## config.mk

```make
export PLATFORM = sky130hd
export DESIGN_NAME = wb_word_port
export DESIGN_NICKNAME = d
export VERILOG_FILES = /design/src/logic/rvga_types_pkg.sv /design/src/logic/rvga_bus_pkg.sv /design/src/logic/wb_word_port.sv
export VERILOG_INCLUDE_DIRS = /design/src /design/src/logic
export SDC_FILE = /design/constraint.sdc
export NUM_CORES = 1
export LEC_CHECK = 0
export ABC_CLOCK_PERIOD_IN_PS = 8200
export BUFFER_PORTS_ARGS = -buffer_cell sky130_fd_sc_hd__buf_2
export CELL_PAD_IN_SITES_DETAIL_PLACEMENT = 1
export CELL_PAD_IN_SITES_GLOBAL_PLACEMENT = 2
export CORE_MARGIN = 10
export CORE_UTILIZATION = 25
export CTS_BUF_LIST = sky130_fd_sc_hd__clkbuf_4
export CTS_CLUSTER_SIZE = 30
export DETAILED_ROUTE_END_ITERATION = 8
export GPL_TIMING_DRIVEN = 0
export PLACE_DENSITY = 0.77
export SLEW_MARGIN = 5
export SYNTH_ARGS = -nofsm -noshare
export SYNTH_HDL_FRONTEND = slang
export SYNTH_SLANG_ARGS = --single-unit
```

## constraint.sdc

```tcl
create_clock -name clk -period 8.2 [get_ports clk]
set_input_delay 0.41 -clock clk [delete_from_list [all_inputs] [get_ports clk]]
set_output_delay 0.41 -clock clk [all_outputs]
set_load 0.02 [all_outputs]
```

## src/logic/rvga_params.svh

```systemverilog
`ifndef RVGA_PARAMS_SVH
`define RVGA_PARAMS_SVH

// geometry of one cacheline in bytes, a power of two and a multiple of 4
`define RVGA_LINE_BYTES 32

// depth of the backing store in lines, 512 lines of 32 bytes is 16 KiB
`define RVGA_MEM_LINES 512

// wait cycles before the line memory answers
// zero gives the single-cycle fast path
`define RVGA_MEM_LATENCY 4

`endif

```

## src/logic/rvga_types_pkg.sv

```systemverilog
`include "rvga_params.svh"

package rvga_types_pkg;

  typedef logic [31:0] rvga_word;
  typedef logic [7:0] rvga_byte;
  typedef logic [3:0] rvga_sel;  // one bit per byte lane of a word

  typedef logic [`RVGA_LINE_BYTES*8-1:0] rvga_cacheline;

  localparam int LINE_OFS_BITS = $clog2(`RVGA_LINE_BYTES);  // byte offset inside a line
  localparam int WORDS_PER_LINE = `RVGA_LINE_BYTES / 4;

  // word address with the line offset stripped off
  typedef logic [$bits(rvga_word)-LINE_OFS_BITS-1:0] rvga_line_addr;

endpackage : rvga_types_pkg

```

## src/logic/rvga_bus_pkg.sv

```systemverilog
package rvga_bus_pkg;

  import rvga_types_pkg::*;

  // request from the bus port into the line buffer
  typedef struct packed {
    logic valid;
    logic we;
    rvga_word addr;
    rvga_word wdata;
    rvga_sel sel;
  } word_req_t;

  typedef struct packed {
    logic done;  // one-cycle pulse, rdata valid with it
    rvga_word rdata;
  } word_rsp_t;

  // held-request bus between the line buffer and the line memory
  typedef struct packed {
    logic read;
    logic write;
    rvga_line_addr addr;
    rvga_cacheline wdata;
  } membus_req_t;

  typedef struct packed {
    logic resp;
    rvga_cacheline rdata;
  } membus_rsp_t;

  typedef enum logic [1:0] {
    BUF_IDLE,
    BUF_WRITEBACK,  // dirty line going out before the refill
    BUF_FILL,
    BUF_SERVE
  } buf_state_e;

  typedef enum logic [1:0] {
    MEM_IDLE,
    MEM_BUSY,
    MEM_RESPOND
  } mem_state_e;

endpackage : rvga_bus_pkg

```

## src/logic/wb_word_port.sv

```systemverilog
`timescale 1ns/1ps

module wb_word_port (
  input  logic                     clk,
  input  logic                     rst,
  input  logic                     wb_cyc_i,
  input  logic                     wb_stb_i,
  input  logic                     wb_we_i,
  input  rvga_types_pkg::rvga_word wb_adr_i,
  input  rvga_types_pkg::rvga_word wb_dat_i,
  input  rvga_types_pkg::rvga_sel  wb_sel_i,
  input  rvga_bus_pkg::word_rsp_t  rsp_i,
  output rvga_types_pkg::rvga_word wb_dat_o,
  output logic                     wb_ack_o,
  output rvga_bus_pkg::word_req_t  req_o
);

  import rvga_types_pkg::*;
  import rvga_bus_pkg::*;

  logic ack_q;
  rvga_word dat_q;
  word_req_t cap_q;  // valid doubles as the pending flag until done returns
  logic capture;
  logic finish;

  // the master still holds stb during the ack cycle, so no capture then
  assign capture = wb_cyc_i && wb_stb_i && !cap_q.valid && !ack_q;
  assign finish = cap_q.valid && rsp_i.done;

  always_ff @(posedge clk) begin
    if (rst) begin
      cap_q.valid <= 1'b0;
      ack_q <= 1'b0;
    end else begin
      ack_q <= finish;  // ack lasts exactly one cycle
      if (capture) begin
        cap_q <= '{valid: 1'b1,
                   we: wb_we_i,
                   addr: wb_adr_i,
                   wdata: wb_dat_i,
                   sel: wb_sel_i};
      end else if (finish) begin
        cap_q.valid <= 1'b0;
      end
    end
  end

  always_ff @(posedge clk) begin
    if (finish) begin
      dat_q <= rsp_i.rdata;
    end
  end

  assign req_o = cap_q;
  assign wb_ack_o = ack_q;
  assign wb_dat_o = dat_q;

endmodule : wb_word_port

```

; Word level (Yosys, flattened, before mapping)
; Cells that the tools add are included.
[word_totals]
out_inout_bits = 103
in_bits = 106
ff_bits = 103
elab_cells = 18
[op_classes]
reduce_logical = 8
muxes = 2
n_bitwise = 1
[ops]
columns = cell, n
row1 = logical AND 1 bit, 4
row2 = zero test 1 bit, 2
row3 = two-way mux 1 bit, 2
row4 = AND reduction 2 bit, 1
row5 = nonzero test 2 bit, 1
row6 = NOT 1 bit, 1

; Logic depth before layout (Yosys ltp)
[depth]
depth_word = 4
mapped_depth = 2
mapped_depth_nobuf = 2

; Least setup slack after synthesis
; No wires, ideal clock.
[synth_timing]
path_type = register to register
start = register ack_q, in the netlist wb_ack_o
end = register cap_q (netlist bit req_o[0]) (enable)
t_required_ns = 7.534
slack_ns = 0.497
t_arrival_ns = 7.036
synth_period_minus_slack_ns = 7.703
stages_incl_launch_ff = 2
path_buffers = 0
setup_time_ns = 0.666
path_cell_list = dfxtp_1 nor4_1
[synth_via]
elab_chain_len = 3
[synth_lines]
columns = item, line
row1 = start: declaration, wb_word_port.sv:21  ; logic ack_q;
row2 = start signal: assignment, wb_word_port.sv:36  ; ack_q <= finish;
row3 = zero test 1 bit, wb_word_port.sv:28  ; assign capture = wb_cyc_i && wb_stb_i && !cap_q.valid && !ack_q;
row4 = logical AND 1 bit, wb_word_port.sv:28
row5 = AND reduction 2 bit (no source line), --
row6 = end signal: assignment, wb_word_port.sv:38  ; cap_q <= '{valid: 1'b1,
row7 = end: declaration, wb_word_port.sv:23  ; word_req_t cap_q;
; Every way passes these cells.
; A chain may end at the register's enable or synchronous reset.

; Worst setup path after layout
[layout_timing]
start = register cap_q (netlist bit req_o[69])
end = register cap_q (netlist bit req_o[56]) (enable)
[layout_via]
elab_chain_len = 4
[layout_lines]
columns = item, line
row1 = zero test 1 bit, wb_word_port.sv:28
row2 = logical AND 1 bit (2 in a row), wb_word_port.sv:28
row3 = AND reduction 2 bit (no source line), --
; Every way passes these cells.

==> impl_metrics.ini <==
[finish]
area_growth_pct = 46.7
final_nets = 443
drive_above_1_share_pct = 68.0
num-fill-cells = 1318
fin_util_pct = 37.7

[clock_network]
cts_sinks = 103
numCtsBuffers = 9
hold_buffers = 0
path_clk_slew_ps = 150
cts_tree = done
cts_resized = 0
clock-root-buffer = clkbuf_4
post_cts_buffers = 0
clock_latency_ps = 460
htreeDepth = 3
cts_buffer_depth = 2

[sta]
tightestPinTransition_ps = 735
finalMaxSlewViolations = 0
fin_crit_sh_pct = 31.3
finalSetupViolations = 0
setup_tns_ps = 0
fmaxAchievable_ghz = 0.390
holdWs_ps = 108
period_minus_slack_ps = 2560
skew_ps = 13.4
rsz0062_at_grt = no
maxSlewHeadroom_pct = 50.6
hold_viol_final = 0

[die]
rows = 40
initial_core_util_pct = 25.7
die_h_um = 132
io_pins = 209
core_mm2 = 0.0121
die_width_um = 132
die_area_mm2 = 0.0173

[hold_path]
hold_class = in2reg
hold_path_depth = 1

[global_route]
antenna_found_initial = 3
grt_pass1_wl_um = 13900
grt_overflow_total = 0
first_global_vias = 2262
grt.total_usage_pct = 10.7
grt_max_degree = 34

[detailed_routing]
num_vias = 2002
routedWlPerCell_um = 18.2
drc = 0
drt_wl_total_um = 9320
drtIter0Drc = 85
detail-route-antenna-nets = 0
drt-vias-per-instance = 3.92
drt_first_pass_iters = 4

[setup_path]
criticalPathCategory = reg2reg
worst_ep_required_time_ps = 8380
r2r_cells = 7
start_kind = flop
cp_max_fo = 9
end_kind = flop
arrival_ps = 2750

[power_and_ir_drop]
powerDensity_mw_per_mm2 = 200
leakagePower_uw = 0.00189
finalPower_uw = 915
ir_drop_uv = 95.9

[synth]
synth_top_area_share_pct = 97.4
synth.net_count = 215
synthMostInstantiatedCell = edfxtp_1
synth-seq-cells = 103
postSynth.asyncResetShare_pct = 0
synth_edf_count = 101
synthTopCellsByCount = 101 x edfxtp_1, 2 x dfxtp_1
synth_cells = 109
synthTopCellsByArea = edfxtp_1 97%, dfxtp_1 1.3%, o41ai_1 0.28%, or3b_1 0.28%, and2_2 0.24%
ys_warn_count = 0
synth_area_mm2 = 0.00311
synth_flop_cell = edfxtp_1
ys_seq_area_share_pct = 98.7
yosysTopAreaCell = edfxtp_1
synth.distinct_cells = 8
avgSynthCellArea_um2 = 28.6

[placed_design]
gp_congestion = 0.706
port_buffers = 208
place_hpwl_um = 7710

[status]
status = completed

[run]
drv_cap = 0
## per-stage QoR
stage	std cells	instance area [um2]	setup WS (ps)
after floorplan	109	3110	497
after global placement	485	4370	-2470
after detailed placement	494	4440	5410
after CTS	509	4560	5530
after global routing	509	4560	5390
final	511	4570	5640
## final timing paths
kind	slack (ps)	startpoint	to
setup reg to reg	5640	req_o[69]$_SDFFE_PP0P_	req_o[56]$_DFFE_PP_
hold / removal	110	wb_dat_i[1]	req_o[5]$_DFFE_PP_
setup / recovery	5640	req_o[69]$_SDFFE_PP0P_	req_o[56]$_DFFE_PP_
hold reg to reg	510	wb_ack_o$_SDFF_PP0_	req_o[69]$_SDFFE_PP0P_
## sequential cells by signal, summed over array words and instances (netlist names)
name and cells:
wb_dat_o 32, wb_ack_o 1, req_o 70
## area by class of cell
cell class | count | area, um2 | share of cell area [%]
antenna | 2 | 5.00 | 0.110
clock buffer | 10 | 75.1 | 1.64
clock inverter | 5 | 50.0 | 1.10
multi-input combinational | 6 | 47.5 | 1.04
sequential | 103 | 3070 | 67.3
tap | 168 | 210 | 4.60
timing repair buffer | 217 | 1110 | 24.3
## layer usage
| layer | share of wire, % | global-route usage [%] |
|---|---|---|
| met3 | 16 | 8.16 |
| met1 | 37 | 10.6 |
| met5 | 0.12 | 0 |
| met2 | 44 | 16.0 |
| met4 | 2.0 | 5.38 |
## cell usage in the layout (no fill, tap or decap), types with 2 or more instances in the layout
master	netlist	routed
dfxtp_1	2	2
diode_2	0	2
buf_2	0	208
edfxtp_1	101	101
clkinv_1	0	2
buf_4	0	9
clkbuf_4	0	10
## critical path, stage by stage (launching register included)
cell	delay (ps)
dfxtp_1	370
nor4_2	690
buf_4	290
buf_4	180
buf_4	180
buf_4	190
buf_4	200
buf_4	190
## cells by family after synthesis
kind of cell,synth area share (%)
flops,98.7
simple gates,1.04
compound gates,0.281
## where the power goes
group | internal, uW | total [uW] | switching, uW
sequential | 595 | 598 | 3.38
clock | 92.5 | 250 | 158
combinational | 28.5 | 67.0 | 38.5
Note: power is estimated with default switching activity, not from simulation.
