[src/logic/rvga_params.svh]
`ifndef RVGA_PARAMS_SVH
`define RVGA_PARAMS_SVH

// geometry of one cacheline in bytes, a power of two and a multiple of 4
`define RVGA_LINE_BYTES 32

// depth of the backing store in lines, 512 lines of 32 bytes is 16 KiB
`define RVGA_MEM_LINES 512

// wait cycles before the line memory answers
// zero gives the single-cycle fast path
`define RVGA_MEM_LATENCY 4

`endif

[src/logic/rvga_types_pkg.sv]
`include "rvga_params.svh"

package rvga_types_pkg;

  typedef logic [31:0] rvga_word;
  typedef logic [7:0] rvga_byte;
  typedef logic [3:0] rvga_sel;  // one bit per byte lane of a word

  typedef logic [`RVGA_LINE_BYTES*8-1:0] rvga_cacheline;

  localparam int LINE_OFS_BITS = $clog2(`RVGA_LINE_BYTES);  // byte offset inside a line
  localparam int WORDS_PER_LINE = `RVGA_LINE_BYTES / 4;

  // word address with the line offset stripped off
  typedef logic [$bits(rvga_word)-LINE_OFS_BITS-1:0] rvga_line_addr;

endpackage : rvga_types_pkg

[src/logic/rvga_bus_pkg.sv]
package rvga_bus_pkg;

  import rvga_types_pkg::*;

  // request from the bus port into the line buffer
  typedef struct packed {
    logic valid;
    logic we;
    rvga_word addr;
    rvga_word wdata;
    rvga_sel sel;
  } word_req_t;

  typedef struct packed {
    logic done;  // one-cycle pulse, rdata valid with it
    rvga_word rdata;
  } word_rsp_t;

  // held-request bus between the line buffer and the line memory
  typedef struct packed {
    logic read;
    logic write;
    rvga_line_addr addr;
    rvga_cacheline wdata;
  } membus_req_t;

  typedef struct packed {
    logic resp;
    rvga_cacheline rdata;
  } membus_rsp_t;

  typedef enum logic [1:0] {
    BUF_IDLE,
    BUF_WRITEBACK,  // dirty line going out before the refill
    BUF_FILL,
    BUF_SERVE
  } buf_state_e;

  typedef enum logic [1:0] {
    MEM_IDLE,
    MEM_BUSY,
    MEM_RESPOND
  } mem_state_e;

endpackage : rvga_bus_pkg

[src/logic/line_buffer.sv]
`timescale 1ns/1ps

module line_buffer (
  input  logic                      clk,
  input  logic                      rst,
  input  rvga_bus_pkg::word_req_t   req_i,
  input  rvga_bus_pkg::membus_rsp_t mem_rsp_i,
  output rvga_bus_pkg::word_rsp_t   rsp_o,
  output rvga_bus_pkg::membus_req_t mem_req_o
);

  import rvga_types_pkg::*;
  import rvga_bus_pkg::*;

  localparam int IDX_W = $clog2(WORDS_PER_LINE);

  buf_state_e state_q;
  logic valid_q;
  logic dirty_q;
  logic done_q;
  logic mem_read_q;
  logic mem_write_q;

  rvga_cacheline line_q;
  rvga_line_addr tag_q;
  rvga_line_addr mem_addr_q;
  rvga_word rdata_q;

  rvga_line_addr req_line;
  logic [IDX_W-1:0] word_idx;
  logic new_req;
  logic hit;
  logic access;
  logic miss_start;
  logic evict;
  rvga_word rd_word;
  rvga_cacheline merged_line;

  assign req_line = req_i.addr[$bits(rvga_word)-1:LINE_OFS_BITS];
  assign word_idx = req_i.addr[LINE_OFS_BITS-1:2];

  // done_q still high means the port has not yet dropped this request
  assign new_req = (state_q == BUF_IDLE) && req_i.valid && !done_q;
  assign hit = valid_q && (tag_q == req_line);
  assign access = (new_req && hit) || (state_q == BUF_SERVE);
  assign miss_start = new_req && !hit;
  assign evict = valid_q && dirty_q;

  always_comb begin
    rd_word = line_q[word_idx*32 +: 32];
    merged_line = line_q;
    for (int b = 0; b < 4; b++) begin
      if (req_i.sel[b]) begin
        merged_line[word_idx*32 + b*8 +: 8] = req_i.wdata[b*8 +: 8];
      end
    end
  end

  always_ff @(posedge clk) begin
    if (rst) begin
      state_q <= BUF_IDLE;
      valid_q <= 1'b0;
      dirty_q <= 1'b0;
      done_q <= 1'b0;
      mem_read_q <= 1'b0;
      mem_write_q <= 1'b0;
    end else begin
      done_q <= access;
      if (access && req_i.we) begin
        dirty_q <= 1'b1;
      end
      case (state_q)
        BUF_IDLE: begin
          if (miss_start) begin
            if (evict) begin
              mem_write_q <= 1'b1;
              state_q <= BUF_WRITEBACK;
            end else begin
              mem_read_q <= 1'b1;
              state_q <= BUF_FILL;
            end
          end
        end
        BUF_WRITEBACK: begin
          if (mem_rsp_i.resp) begin
            mem_write_q <= 1'b0;
            mem_read_q <= 1'b1;  // refill starts the cycle after resp
            state_q <= BUF_FILL;
          end
        end
        BUF_FILL: begin
          if (mem_rsp_i.resp) begin
            mem_read_q <= 1'b0;
            valid_q <= 1'b1;
            dirty_q <= 1'b0;
            state_q <= BUF_SERVE;
          end
        end
        BUF_SERVE: state_q <= BUF_IDLE;
        default: state_q <= BUF_IDLE;
      endcase
    end
  end

  always_ff @(posedge clk) begin
    if (access) begin
      rdata_q <= rd_word;
      if (req_i.we) begin
        line_q <= merged_line;
      end
    end
    if ((state_q == BUF_FILL) && mem_rsp_i.resp) begin
      line_q <= mem_rsp_i.rdata;
      tag_q <= req_line;
    end
    if (miss_start) begin
      mem_addr_q <= evict ? tag_q : req_line;
    end else if ((state_q == BUF_WRITEBACK) && mem_rsp_i.resp) begin
      mem_addr_q <= req_line;
    end
  end

  // the held line is the write-back data, it stays put until the fill lands
  assign mem_req_o = '{read: mem_read_q,
                       write: mem_write_q,
                       addr: mem_addr_q,
                       wdata: line_q};

  assign rsp_o = '{done: done_q, rdata: rdata_q};

endmodule : line_buffer

[config.mk]
export PLATFORM = sky130hd
export DESIGN_NAME = line_buffer
export DESIGN_NICKNAME = d
export VERILOG_FILES = /design/src/logic/rvga_types_pkg.sv /design/src/logic/rvga_bus_pkg.sv /design/src/logic/line_buffer.sv
export VERILOG_INCLUDE_DIRS = /design/src /design/src/logic
export SDC_FILE = /design/constraint.sdc
export NUM_CORES = 1
export LEC_CHECK = 0
export BUFFER_PORTS_ARGS = -buffer_cell sky130_fd_sc_hd__buf_2
export CAP_MARGIN = 20
export CORE_AREA = 2 2 255 257
export DETAILED_ROUTE_END_ITERATION = 7
export DIE_AREA = 0 0 257 259
export HOLD_SLACK_MARGIN = 0.03
export PLACE_DENSITY = 0.54
export REMOVE_ABC_BUFFERS = 1
export SKIP_CTS_REPAIR_TIMING = 1
export SLEW_MARGIN = 20
export SYNTH_ARGS = -nofsm -noshare
export SYNTH_HDL_FRONTEND = slang
export SYNTH_SLANG_ARGS = --single-unit
export TNS_END_PERCENT = 5
[constraint.sdc]
create_clock -name clk -period 7.8 [get_ports clk]
set_clock_uncertainty 0.1 [all_clocks]
set_input_delay 1.56 -clock clk [delete_from_list [all_inputs] [get_ports clk]]
set_output_delay 1.56 -clock clk [all_outputs]
set_load 0.01 [all_outputs]
# == Word-level counts from Yosys, hierarchy flattened ==
# Index checks and enable logic that the tools add are counted.
# word_totals
reg_bits,349
latchBits,0
ramBits,0
mem_bits_ro,0
input_bits,329
output_inout_bits,318
word_cells,88
mem_count,0
# op_classes
addsub,7
multipliers,0
div_mod_pow,0
order_cmp,0
n_eq_ne,9
n_shift,9
n_mux,30
n_bitwise,0
n_reduce_logical,23
# ops
operator,count
two-way mux 256 bit,7
bitwise mux 256 bit,4
variable shift 8 x 34 -> 256 bit (first input constant),4
indexed part select 8 x 34 -> 256 bit,4
indexed part select 256 x 9 -> 32 bit,1
negator 9 -> 34 bit,3
two-way mux 27 bit,3
negator 8 -> 34 bit,1
equality test 27 bit,1
adder 8 x 5 -> 9 bit (second input constant),2
inequality test 2 bit (second input constant),5
adder 8 x 4 -> 9 bit (second input constant),1
logical AND 1 bit,9
two-way mux 1 bit,9
two-way mux 2 bit,4
one-hot mux 2 bit (4 select lines),1
nonzero test 2 bit,4
AND reduction 5 bit,1
equality test 2 bit (second input constant),2
AND reduction 2 bit,2
AND reduction 4 bit,1
one-hot mux 1 bit (3 select lines),1
AND reduction 3 bit,1
nonzero test 3 bit,1
other kinds (5),6

# == Depth between registers and ports, before layout ==
# logic_depth
depth_word,13
ltp_mapped,10
depth_no_buf,8

# == Worst setup path after synthesis ==
# Ideal clock, no wire load.
# synth_timing
path_type,input port to flip-flop
startpoint,in req_i[45] in the netlist's numbering
endpoint,"reg line_q[10], enable pin"
setup_time_ns,0.387
t_arrival_ns,3.847
t_required_ns,7.313
path_slack_ns,3.467
cell_stages,7
path_buffers,1
cell_sequence,xnor2_1 nand4_1 nor4_2 a31o_2 nand2_4 buf_6 o31ai_1
# synth_between
elab_chain_len,6
# synth_lines
item,line,text
start: declaration,line_buffer.sv:6,"input rvga_bus_pkg::word_req_t req_i,"
equality test 27 bit,line_buffer.sv:44,assign hit = valid_q && (tag_q == req_line);
logical AND 1 bit,line_buffer.sv:44,
logical AND 1 bit,line_buffer.sv:45,assign access = (new_req && hit) || (state_q == BUF_SERVE);
logical OR 1 bit,line_buffer.sv:45,
via access,line_buffer.sv:33,logic access;
nonzero test 2 bit (no line),n/a,
AND reduction 2 bit (no line),n/a,
end signal: assignment,line_buffer.sv:109,line_q <= merged_line;
end signal: assignment,line_buffer.sv:113,line_q <= mem_rsp_i.rdata;
end: declaration,line_buffer.sv:24,rvga_cacheline line_q;
# The timed path passes the listed nets, and every way through them passes these cells.
# A chain may end at the register's enable or synchronous reset.

# == Final worst setup path ==
# layout_timing
startpoint,in req_i[46] in the netlist's numbering
endpoint,"reg line_q[50], enable pin"
# Same word-level chain as after synthesis.

==> metrics.md <==
| Metric | Value |
|---|---|
| Final Max Slew Viols | 0 |
| Routability congestion estimate | between 0.9 and 1 |
| Worst reg2reg path depth | 6 |
| Crit path arrival time | 5090 ps |
| Hold path startpoint | dirty_q |
| Gr ovfl total | 0 |
| CTS tree | yes |
| Period utilization | between 60% and 70% |
| HP Class | reg -> reg |
| Longest Clk Path Bufs | 3 |
| Top-area cell type share of the netlist area | 62.4% |
| Area Overhead vs Synth | 34.0% |
| Worst vdd ir | roughly 0.14 mV |
| Die Ht | about 260 µm |
| Vias/cell | around 5.1 |
| Wire per inst | roughly 28 µm |
| Nets | roughly 2.1k |
| Seq/Total Area, Yosys | between 60% and 70% |
| Worst hold path stage count | 2 |
| Hpwl dp | ~52000 µm |
| Crit path capture type | register |
| Final ANT Viol Nets | 0 |
| Worst EP required | a little under 8000 ps |
| Result of the run | completed |
| FMAX | 0.200 GHz |
| Final Hold Violating Endpoints | 0 |
| Layout cells sized above 1 | between 40% and 50% |
| Fin Setup TNS | 0 ps |
| Io pins | 647 |
| RSZ-0062 raised after global routing | no |
| H-tree Lvls | 2 |
| Clk sinks | 349 |
| First-pass GRT wire length | 101000 µm |
| Initial antenna violation count | 8 |
| Crit start category | primary input |
| Leading cell type by number of instances after synthesis | edfxtp_1 |
| Least-Margin Pin Slew | about 1200 ps |
| Synth top cells by count | 342 x edfxtp_1, 256 x a22o_1, 119 x nand2_1, 64 x mux4_2 |
| CP Class | in -> reg |
| Total Routed Length | between 70000 and 80000 µm |
| CP max FO | 36 |
| EDFF count, synth | roughly 340 |
| Total number of vias | 13.3k |
| Clk slew on worst S/H paths | about 60 ps |
| Core Area | around 64000 µm² |
| Final Setup Violations | 0 |
| R2R Setup Slk | roughly 3500 ps |
| Slew HR | a little over a fifth |
| CTS buffer count | 42 |
| IO buf count | between 600 and 700 |
| Clock tree root driver cell | clkbuf_16 |
| Initial DRC Count | 1022 |
| Rows | just over 90 |
| Leak pwr | 8.76 nW |
| Min-Delay Endpoint | dirty_q |
| DR DRC count | 0 |
| Die area | roughly 67000 µm² |
| Skew-Pair Late Insertion Delay | between 500 and 600 ps |
| Maximum Capacitance Violations | 0 |
| Pin count of the biggest net entering global routing | about 110 |
| Reg-to-reg critical path startpoint | tag_q[5] |
| Core Util, Final | roughly 34% |
| Starting Density | between 20 and 30% |
| Synth area leaders | edfxtp_1 62%, a22o_1 14%, mux4_2 8.8% |
| GRT Util Overall | 20.9% |
| Netlist cell types | 38 |
| Main synth FF type | edfxtp_1 |
| Syn Std Cell Area | 16400 µm² |
| Synthesized flop and latch total | ~350 |
| Die Width | between 200 and 300 µm |
| Synth Warn # | 0 |
| Final Critical Period | around 5000 ps |
| FF-to-FF End | line_q[50] |
| Ys async rst share | 0% |
| PD cells | approximately 270 nW/µm² |
| Post-Synthesis Cells | between 1k and 1.5k |
| Leading area contributor after synthesis | edfxtp_1 |
| Number of global-route vias before repair | about 14k |
| First drt pass iteration count | 5 |
| Mean Syn Cell Area | roughly 15 µm² |
[layout make-up]
type / instances / area, µm²
inverter: 7 / 33.8
fill: 6411 / 41800
timing repair buffer: 683 / 3530
sequential: 349 / 10400
antenna: 3 / 7.51
clock inverter: 14 / 91.3
tap: 855 / 1070
clock buffer: 62 / 1190
multi-input combinational: 641 / 5700
[sequential cells by signal, summed over array words and instances (netlist names)]
register	count
state_q	2
mem_write_q	1
done_q	1
valid_q	1
mem_read_q	1
tag_q	27
mem_addr_q	27
line_q	256
rdata_q	32
dirty_q	1
[metal layers]
layer  vias to the layer above  track usage, %  part of all wire, %
met1                      6724            25.7                   40
met3                       123            5.84                  8.2
met4                         8            6.12                  2.7
met2                       718            35.8                   49
met5                         -               0                0.061
li1                       5713               -                    -
[worst max path at each step]
| stage | from | endpoint | slack [ps] |
|---|---|---|---|
| 2_1_floorplan | mem_rsp_i[256] | line_q[0] | 2620 |
| 3_3_place_gp | req_i[46] | line_q[38] | 2120 |
| 3_5_place_dp | req_i[46] | line_q[177] | 2000 |
| 4_1_cts | req_i[46] | line_q[180] | 2610 |
| 5_1_grt | req_i[46] | line_q[240] | 2600 |
| 6_report | req_i[46] | line_q[50] | 2790 |
[placed cells by master (no fill, tap or decap), drive strengths merged]
cell type / instances
a21oi: 5
nor2: 46
a21o: 1
nand4b: 4
nand3: 14
mux2: 30
buf: 683
mux4: 64
a31o: 1
a22o: 256
a21bo: 1
o21ai: 15
xnor2: 27
nand4: 12
clkinv: 10
clkbuf: 62
or2: 2
clkinvlp: 3
nor3: 3
o31ai: 19
o22ai: 1
nand2: 120
dfxtp: 7
inv: 7
ha: 12
a31oi: 1
nand2b: 2
edfxtp: 342
nor2b: 3
diode: 3
bufinv: 1
nor4: 1
and3b: 1
[power breakdown]
| part | switching [mW] | total [mW] | internal (mW) | leakage [nW] |
|---|---|---|---|---|
| Clock | 0.801 | 1.89 | 1.09 | 0.607 |
| Sequential | 0.139 | 2.61 | 2.47 | 3.27 |
| Combinational | 0.910 | 1.49 | 0.584 | 4.88 |
[critical path, stage by stage]
cell	delay, ps
buf_2	120
xnor2_1	460
nand4_1	200
nor4_2	480
a31o_4	780
nand2_4	440
o21ai_1	990
[through the flow]
step	setup WS [ps]	cells	hold slack (ps)	total power [mW]	area, µm²
5_1_grt	2600	2613	491	6.23	22000
3_5_place_dp	2000	2534	451	4.15	20700
3_3_place_gp	2120	2533	444	4.12	20700
6_report	2790	2614	462	5.99	22000
2_1_floorplan	2620	997	398	3.36	16000
4_1_cts	2610	2610	462	6.04	22000
[cells by family (layout without fill, tap and decap cells)]
kind of cell             Yosys count  after routing  share of synthesized area (%)
XOR/XNOR                          27             27                           1.44
buffers and inverters            108            766                           2.75
multiplexers                      94             94                           10.8
flip-flops                       349            349                           63.3
adder cells (fa/ha/maj)           12             12                          0.913
AND/OR/NAND/NOR                  208            208                           5.42
other                              0              3                              0
AO/OA/AOI/OAI                    300            300                           15.4
No activity file was read; power rests on OpenSTA's default activity.
